## config.mk

```make
export PLATFORM = sky130hd
export DESIGN_NAME = transmit
export DESIGN_NICKNAME = d
export VERILOG_FILES = /design/src/common/txPkg.sv /design/src/hw/fireTimer.sv /design/src/hw/fireSequencer.sv /design/src/beamformer/delayProfileTable.sv /design/src/beamformer/channelPulser.sv /design/src/beamformer/apertureRotator.sv /design/src/hw/transmit.sv
export SDC_FILE = /design/constraint.sdc
export NUM_CORES = 1
export LEC_CHECK = 0
export ABC_AREA = 1
export BUFFER_PORTS_ARGS = -buffer_cell sky130_fd_sc_hd__buf_4
export CAP_MARGIN = 15
export CORE_UTILIZATION = 65
export CTS_CLUSTER_SIZE = 8
export DETAILED_ROUTE_END_ITERATION = 7
export GPL_TIMING_DRIVEN = 1
export PLACE_DENSITY = 0.93
export SYNTH_ARGS = -nofsm -noshare
export SYNTH_HDL_FRONTEND = slang
export SYNTH_HIERARCHICAL = 1
export SYNTH_SLANG_ARGS = --single-unit
```

## constraint.sdc

```tcl
create_clock -name Transmit_CLK -period 8.2 [get_ports Transmit_CLK]
set_input_delay 1.64 -clock Transmit_CLK [delete_from_list [all_inputs] [get_ports Transmit_CLK]]
set_output_delay 1.64 -clock Transmit_CLK [all_outputs]
set_load 0.005 [all_outputs]
```

## src/common/txPkg.sv

```systemverilog
`default_nettype none

package txPkg;

	////////////////////////////////////////////////////////////
	// Shot types
	////////////////////////////////////////////////////////////

	typedef logic [7:0] lineNumT;    // Lines 0 to 255
	typedef logic [1:0] focusT;      // Four focus zones
	typedef logic [5:0] emitWidthT;  // Cycles per pulse phase
	typedef logic [7:0] timerT;      // Cycles since shot start
	typedef logic [3:0] rotationT;   // Aperture shift in channels
	typedef logic [15:0] chanVecT;   // One bit per channel

	typedef struct packed {
		logic mute;                  // Channel silent for the shot
		logic [6:0] delay;           // Fire delay in cycles
	} channelDelayS;

	typedef struct packed {
		emitWidthT emitWidth;
		rotationT rotation;
	} shotSetupS;

	typedef struct packed {
		logic firing;
		timerT timer;
	} fireCtrlS;

	typedef enum logic [1:0] {
		Idle,
		Firing,
		Done
	} fireStateT;

	////////////////////////////////////////////////////////////
	// Focus tables
	////////////////////////////////////////////////////////////

	localparam int refChannel = 7;   // Channel that triggers sampling

	// One phase width per focus zone, deeper zones run slower
	localparam emitWidthT emitWidths [4] = '{6'd6, 6'd7, 6'd8, 6'd8};

	// Channel 0 sits in the leftmost byte of each row
	// Index 0 is an even line, index 1 an odd line
	// Zone 3 reuses the zone 2 row
	localparam channelDelayS [0:15] delayProfiles [3][2] = '{
		'{
			128'h0004070A0C0D0E0E0E0D0C0A07040080,  // Near zone
			128'h800004070A0C0D0E0E0E0D0C0A070400
		},
		'{
			128'h00020305060707070707060503020080,  // Mid zone
			128'h80000203050607070707070605030200
		},
		'{
			128'h00010203040405050504040302010080,  // Far zones
			128'h80000102030404050505040403020100
		}
	};

endpackage

`default_nettype wire

```

## src/hw/fireTimer.sv

```systemverilog
`timescale 1ns/10ps
`default_nettype none

module fireTimer (
	input wire logic Transmit_CLK,
	input wire logic Pr_Gate,
	input wire logic firing,
	output txPkg::timerT timer
);

	logic atMax;

	assign atMax = (timer == '1);

	// Zero on the first firing cycle, holds at full scale
	always_ff @(posedge Transmit_CLK or negedge Pr_Gate) begin
		if (!Pr_Gate) begin
			timer <= '0;
		end else if (!firing) begin
			timer <= '0;
		end else if (!atMax) begin
			timer <= timer + 1'b1;
		end
	end

endmodule

`default_nettype wire

```

## src/hw/fireSequencer.sv

```systemverilog
`timescale 1ns/10ps
`default_nettype none

module fireSequencer #(
	parameter int FireSpan = 160,
	parameter int SampleWidth = 5
) (
	input wire logic Transmit_CLK,
	input wire logic Pr_Gate,
	input wire logic rxGate,
	input wire txPkg::timerT timer,
	input wire txPkg::channelDelayS refDelay,
	output logic startShot,
	output logic firing,
	output logic sampleGate
);

	txPkg::fireStateT state;
	logic lastCycle;
	logic inWindow;
	logic windowHit;                  // First stage, matches pulser register
	logic [8:0] winEnd;

	assign startShot = (state == txPkg::Idle) && rxGate;  // Table latches on this edge
	assign firing = (state == txPkg::Firing);
	assign lastCycle = (timer == txPkg::timerT'(FireSpan - 1));

	// Sampling window follows the reference channel's P rise
	assign winEnd = {2'b00, refDelay.delay} + 9'(SampleWidth);
	assign inWindow = firing && !refDelay.mute
		&& (timer >= {1'b0, refDelay.delay})
		&& ({1'b0, timer} < winEnd);

	always_ff @(posedge Transmit_CLK or negedge Pr_Gate) begin
		if (!Pr_Gate) begin
			state <= txPkg::Idle;
			windowHit <= 1'b0;
			sampleGate <= 1'b0;
		end else begin
			windowHit <= inWindow;
			sampleGate <= windowHit;  // Second stage, matches rotator register
			case (state)
				txPkg::Idle: if (startShot) state <= txPkg::Firing;
				txPkg::Firing: if (lastCycle) state <= txPkg::Done;
				txPkg::Done: if (!rxGate) state <= txPkg::Idle;  // Wait for request drop
				default: state <= txPkg::Idle;
			endcase
		end
	end

endmodule

`default_nettype wire

```

## src/beamformer/delayProfileTable.sv

```systemverilog
`timescale 1ns/10ps
`default_nettype none

module delayProfileTable (
	input wire logic Transmit_CLK,
	input wire logic Pr_Gate,
	input wire logic startShot,
	input wire txPkg::lineNumT lineNum,
	input wire txPkg::focusT focusNum,
	output txPkg::shotSetupS setup,
	output txPkg::channelDelayS [0:15] delays
);

	logic [1:0] tableSel;
	logic parity;
	txPkg::rotationT rotation;

	////////////////////////////////////////////////////////////
	// Profile select
	////////////////////////////////////////////////////////////

	assign tableSel = (focusNum == 2'd3) ? 2'd2 : focusNum;  // Zones 2 and 3 share
	assign parity = lineNum[0];                              // Odd lines mute channel 0

	// Pairs of lines share one aperture position
	assign rotation = lineNum[4:1] + 4'd8;

	////////////////////////////////////////////////////////////
	// Shot latch
	////////////////////////////////////////////////////////////

	always_ff @(posedge Transmit_CLK or negedge Pr_Gate) begin
		if (!Pr_Gate) begin
			setup <= '0;
			delays <= '0;
		end else if (startShot) begin
			setup.emitWidth <= txPkg::emitWidths[focusNum];
			setup.rotation <= rotation;
			delays <= txPkg::delayProfiles[tableSel][parity];
		end
	end

endmodule

`default_nettype wire

```

## src/beamformer/channelPulser.sv

```systemverilog
`timescale 1ns/10ps
`default_nettype none

module channelPulser (
	input wire logic Transmit_CLK,
	input wire logic Pr_Gate,
	input wire txPkg::fireCtrlS ctrl,
	input wire txPkg::channelDelayS chanDelay,
	input wire txPkg::emitWidthT emitWidth,
	output logic txP,
	output logic txN
);

	logic [8:0] now;
	logic [8:0] pStart;
	logic [8:0] nStart;
	logic [8:0] nEnd;
	logic enable;
	logic pHit;
	logic nHit;

	// Nine bits so delay plus two phases cannot wrap
	assign now = {1'b0, ctrl.timer};
	assign pStart = {2'b00, chanDelay.delay};
	assign nStart = pStart + {3'b000, emitWidth};  // N follows P directly
	assign nEnd = nStart + {3'b000, emitWidth};

	assign enable = ctrl.firing && !chanDelay.mute;
	assign pHit = enable && (now >= pStart) && (now < nStart);
	assign nHit = enable && (now >= nStart) && (now < nEnd);

	always_ff @(posedge Transmit_CLK or negedge Pr_Gate) begin
		if (!Pr_Gate) begin
			txP <= 1'b0;
			txN <= 1'b0;
		end else begin
			txP <= pHit;
			txN <= nHit;
		end
	end

endmodule

`default_nettype wire

```

## src/beamformer/apertureRotator.sv

```systemverilog
`timescale 1ns/10ps
`default_nettype none

module apertureRotator #(
	parameter int ChannelCount = 16
) (
	input wire logic Transmit_CLK,
	input wire logic Pr_Gate,
	input wire txPkg::rotationT rotation,
	input wire txPkg::chanVecT txP,
	input wire txPkg::chanVecT txN,
	output txPkg::chanVecT p,
	output txPkg::chanVecT n
);

	logic [2*ChannelCount-1:0] pWide;
	logic [2*ChannelCount-1:0] nWide;

	// Upper half of the doubled vector is a left rotation
	// so output bit j carries channel j minus rotation
	assign pWide = {txP, txP} << rotation;
	assign nWide = {txN, txN} << rotation;

	always_ff @(posedge Transmit_CLK or negedge Pr_Gate) begin
		if (!Pr_Gate) begin
			p <= '0;
			n <= '0;
		end else begin
			p <= pWide[2*ChannelCount-1 -: ChannelCount];
			n <= nWide[2*ChannelCount-1 -: ChannelCount];
		end
	end

endmodule

`default_nettype wire

```

## src/hw/transmit.sv

```systemverilog
`timescale 1ns/10ps
`default_nettype none

module transmit #(
	parameter int ChannelCount = 16,
	parameter int FireSpan = 160,
	parameter int SampleWidth = 5
) (
	input wire logic Transmit_CLK,
	input wire logic Pr_Gate,
	input wire logic rxGate,
	input wire txPkg::lineNumT lineNum,
	input wire txPkg::focusT focusNum,
	output wire logic sampleGate,
	output wire txPkg::chanVecT p,
	output wire txPkg::chanVecT n
);

	wire logic startShot;
	wire logic firing;
	wire txPkg::timerT timer;
	wire txPkg::fireCtrlS fireCtrl;
	wire txPkg::shotSetupS setup;
	wire txPkg::channelDelayS [0:15] delays;
	wire txPkg::chanVecT txP;         // Unrotated channel order
	wire txPkg::chanVecT txN;

	assign fireCtrl = '{firing: firing, timer: timer};

	fireSequencer #(
		.FireSpan(FireSpan),
		.SampleWidth(SampleWidth)
	) uSequencer (
		.Transmit_CLK(Transmit_CLK),
		.Pr_Gate(Pr_Gate),
		.rxGate(rxGate),
		.timer(timer),
		.refDelay(delays[txPkg::refChannel]),
		.startShot(startShot),
		.firing(firing),
		.sampleGate(sampleGate)
	);

	fireTimer uTimer (
		.Transmit_CLK(Transmit_CLK),
		.Pr_Gate(Pr_Gate),
		.firing(firing),
		.timer(timer)
	);

	delayProfileTable uProfile (
		.Transmit_CLK(Transmit_CLK),
		.Pr_Gate(Pr_Gate),
		.startShot(startShot),
		.lineNum(lineNum),
		.focusNum(focusNum),
		.setup(setup),
		.delays(delays)
	);

	////////////////////////////////////////////////////////////
	// Per-channel pulsers
	////////////////////////////////////////////////////////////

	for (genvar ch = 0; ch < ChannelCount; ch++) begin : gPulser
		channelPulser uPulser (
			.Transmit_CLK(Transmit_CLK),
			.Pr_Gate(Pr_Gate),
			.ctrl(fireCtrl),
			.chanDelay(delays[ch]),
			.emitWidth(setup.emitWidth),
			.txP(txP[ch]),
			.txN(txN[ch])
		);
	end

	apertureRotator #(
		.ChannelCount(ChannelCount)
	) uRotator (
		.Transmit_CLK(Transmit_CLK),
		.Pr_Gate(Pr_Gate),
		.rotation(setup.rotation),
		.txP(txP),
		.txN(txN),
		.p(p),
		.n(n)
	);

endmodule

`default_nettype wire

```

==> reports/results.tsv <==
metric	value	unit
cts_buffers	17	
grt_pass1_vias	22780	
floorplan.initialDensity	66.46	%
worst_setup_path_start_kind	register	
flip_flop_and_latch_count_after_synthesis	113	
ctsResizeCount	0	
wire_length_of_the_first_global_routing_pass	103800	um
layout_min_cycle_time	4.498	ns
h-tree-depth	4	
fin_nets	4289	
critical_path_class	reg2reg	
leading_register_cell_type_out_of_synthesis	sky130_fd_sc_hd__dfrtp_1	
multi_input_gate_area_in_the_final_layout	19220	sq um
synthesis.area	25150	sq um
cp_capture_type	register	
grt_max_degree	69	
gr-total-overflow	0	
most-common-layout-cells	sky130_fd_sc_hd__nand2_1, sky130_fd_sc_hd__inv_1, sky130_fd_sc_hd__ha_1	
post-route-drc-count	0	
grt.total_usage	32.20	%
pwr_density_cell	368.8	nW/um^2
final-hold-violation-count	0	
worstPathCellList	buf_4 > ha_1 > a21oi_1 > nand2_1 > xor2_1 > inv_1 > ha_1 > a21oi_1 > o21ai_2 > xnor2_1 > ha_1 > nand2_1 > inv_1 > a21oi_1 > nand2_1 > nand2_1 > nand2_1 > nand2_1 > nand2_1 > a21oi_2	
rsz0062_at_grt	no	
finalSetupViolations	0	
max_cap_viol_count	0	
viasPerCell	5.690	
timing.final.max_slew_violations	0	
core_region_area	37840	sq um
hold_path.class	reg2reg	
dp.final_hpwl	45090	um
num-fill-cells	2881	
synth_enable_flop_cells	0	
post_drt_wl_per_cell	14.99	um
post_cts_hold_buffer_count	0	
max_stage_delay	0.99	ns
relative_area_change_from_synthesis_to_final_layout	3.761	%
timing.setup.tns	0	ns
achievable-frequency	0.2223	GHz
max_slew.worst_pin.slew	1.014	ns
placementRows	71	
grt_antenna_before_repair	0	
die_h	198.7	um
outcome	complete, no violations	
regArea	2843	sq um
die_w	198.7	um
yosysSeqAreaShare	11.24	%
worst_clock_skew	0.01889	ns
area_enclosed_by_the_die_boundary	39480	sq um
post-cts-setup-buffers	0	
buffer_ports.inserted	42	
instances_no_fill	4191	
critical_path.max_fanout	62	
i_o_pin_count	46	
number_of_distinct_library_cell_variants_in_the_gate_level_netlist_after_synthesis	39	
netlist_instances	3647	
totalWireLength	62810	um
max-vdd-ir-drop	0.1935	mV
yosys_warns	6	
share_of_final_layout_standard_cells_stronger_than_drive_strength_1	8.668	%
critical_path_rt	8.56	ns
insertion_delay	0.44	ns
layout_commonest_cell	sky130_fd_sc_hd__nand2_1	
critical-path-top-cell-by-count	sky130_fd_sc_hd__nand2_1	
placedCellCount	4159	
cp_top_family	adder cells	
cp_data_arrival_time	4.86	ns
antenna_left	0	
cellLeakagePower	15.35	nW
timing.final.crit_share	54.85	%
diodes	0	
relative_slew_slack	32.39	%
tritoncts_clock_tree	done	
clk_root_buffer_cell	sky130_fd_sc_hd__clkbuf_16	
detailedRoute.firstPassIterationCount	7	
post_synth.cell_area_avg	6.896	sq um
clkTransAtPathRegs	0.06	ns
synth-async-reset-ratio	100.0	%
path_buf_inv	3	
routabilityCongestion	0.9071	
clockBufferDepth	2	
critical_path.slowest_cell	sky130_fd_sc_hd__dfrtp_4	
clock-sinks	113	
vias	23850	
drt_first_iter_violations	2026	
==> kinds of logic after synthesis <==
group,share of synthesized area [%]
simple gates,29.16
fa+ha+maj,31.25
other cells,0.01491
compound gates,9.672
xor+xnor,5.189
buf+inv,13.46
flops,11.24
==> worst paths after layout <==
kind,end,slack [ns],from,depth (start not counted)
worst max-delay path,gPulser[9].uPulser/txN,3.70,uProfile/setup[6],20
worst min-delay path,uSequencer/sampleGate,0.36,uSequencer/windowHit,0
worst max register to register,gPulser[9].uPulser/txN,3.70,uProfile/setup[6],20
worst min register to register,uSequencer/sampleGate,0.36,uSequencer/windowHit,0
max in group asynchronous,uProfile/setup[6],5.62,Pr_Gate,2
min in group asynchronous,gPulser[15].uPulser/txP,1.22,Pr_Gate,1
==> power by group <==
group	switching (mW)	internal [mW]
clock	0.279	0.468
combinational	4.75	3.12
sequential	0.286	0.715
==> metal layers <==
layer | vias up | wire length (um) | track usage (%)
met1 | 10760 | 25130 | 38.49
met4 | 0 | 3227 | 16.87
met5 | - | 0 | 0
li1 | 11770 | - | -
met3 | 274 | 5423 | 4.781
met2 | 1045 | 29030 | 55.62
==> flip-flops by register name (all words and copies together), names as in the netlist, 2 cells and up <==
signal / cells
gPulser.uPulser/txP: 16
uRotator/p: 16
uRotator/n: 16
gPulser.uPulser/txN: 16
uProfile/setup: 7
uTimer/timer: 8
uSequencer/state: 2
uProfile/delays: 30
==> layout make-up <==
class	instances	area share, %
Clock buffer	22	1.817
Multi-Input combinational cell	2850	73.66
Timing Repair Buffer	61	1.755
Tap cell	511	2.450
Clock inverter	10	0.4171
Inverter	624	9.005
Sequential cell	113	10.89
==> metrics by stage <==
step	hold WS [ns]	util [%]	cell area [sq um]	power, mW	setup slack [ns]
finish	0.3638	68.95	26100	9.623	3.702
global route	0.3795	68.95	26100	10.80	3.411
CTS	0.3626	68.95	26100	9.402	3.781
detailed placement	0.3490	67.41	25510	8.560	3.831
global placement	0.3353	67.41	25510	8.175	3.941
floorplan	0.3312	-	25430	7.098	3.593
==> synth_stat cells, types with 2 or more instances <==
library cell                 n  area share, %
sky130_fd_sc_hd__nand3_2    46            1.8
sky130_fd_sc_hd__clkbuf_8    3           0.16
sky130_fd_sc_hd__inv_2      19           0.28
sky130_fd_sc_hd__buf_12      3           0.24
sky130_fd_sc_hd__nor2_2      2          0.050
sky130_fd_sc_hd__o21ai_0    37           0.74
sky130_fd_sc_hd__nand2_2    79            2.0
sky130_fd_sc_hd__nand2_4    17           0.76
sky130_fd_sc_hd__nor2_4      2          0.090
sky130_fd_sc_hd__o21bai_1   19           0.57
sky130_fd_sc_hd__o21a_1     19           0.57
sky130_fd_sc_hd__nand4_1    86            2.1
sky130_fd_sc_hd__clkbuf_1    2          0.030
sky130_fd_sc_hd__o21ai_2    17           0.59
sky130_fd_sc_hd__nand3_1   288            5.7
sky130_fd_sc_hd__a211oi_1   16           0.48
sky130_fd_sc_hd__nor3_1     34           0.68
sky130_fd_sc_hd__ha_1      577             29
sky130_fd_sc_hd__o211ai_2   16           0.80
sky130_fd_sc_hd__nand2_1   923             14
sky130_fd_sc_hd__buf_2      15           0.30
sky130_fd_sc_hd__xnor2_1    64            2.2
sky130_fd_sc_hd__nor2_1    134            2.0
sky130_fd_sc_hd__buf_4     109            3.3
sky130_fd_sc_hd__fa_1       32            2.5
sky130_fd_sc_hd__buf_6       3           0.13
sky130_fd_sc_hd__dfrtp_1   113             11
sky130_fd_sc_hd__xor2_1     85            3.0
sky130_fd_sc_hd__a21o_1     16           0.48
sky130_fd_sc_hd__a21oi_2    17           0.59
sky130_fd_sc_hd__inv_1     604            9.0
sky130_fd_sc_hd__a21oi_1   243            4.8
==> worst reg2reg max path, delay by kind of cell, from the launching register on <==
family,cells,cell delay (ns)
AO/OA/AOI/OAI,5,0.78
buffers and inverters,3,0.72
adder cells (fa/ha/maj),3,1.05
XOR/XNOR,2,0.33
flip-flops,1,0.99
AND/OR/NAND/NOR,7,0.55
(Power assumes the default switching activity.)
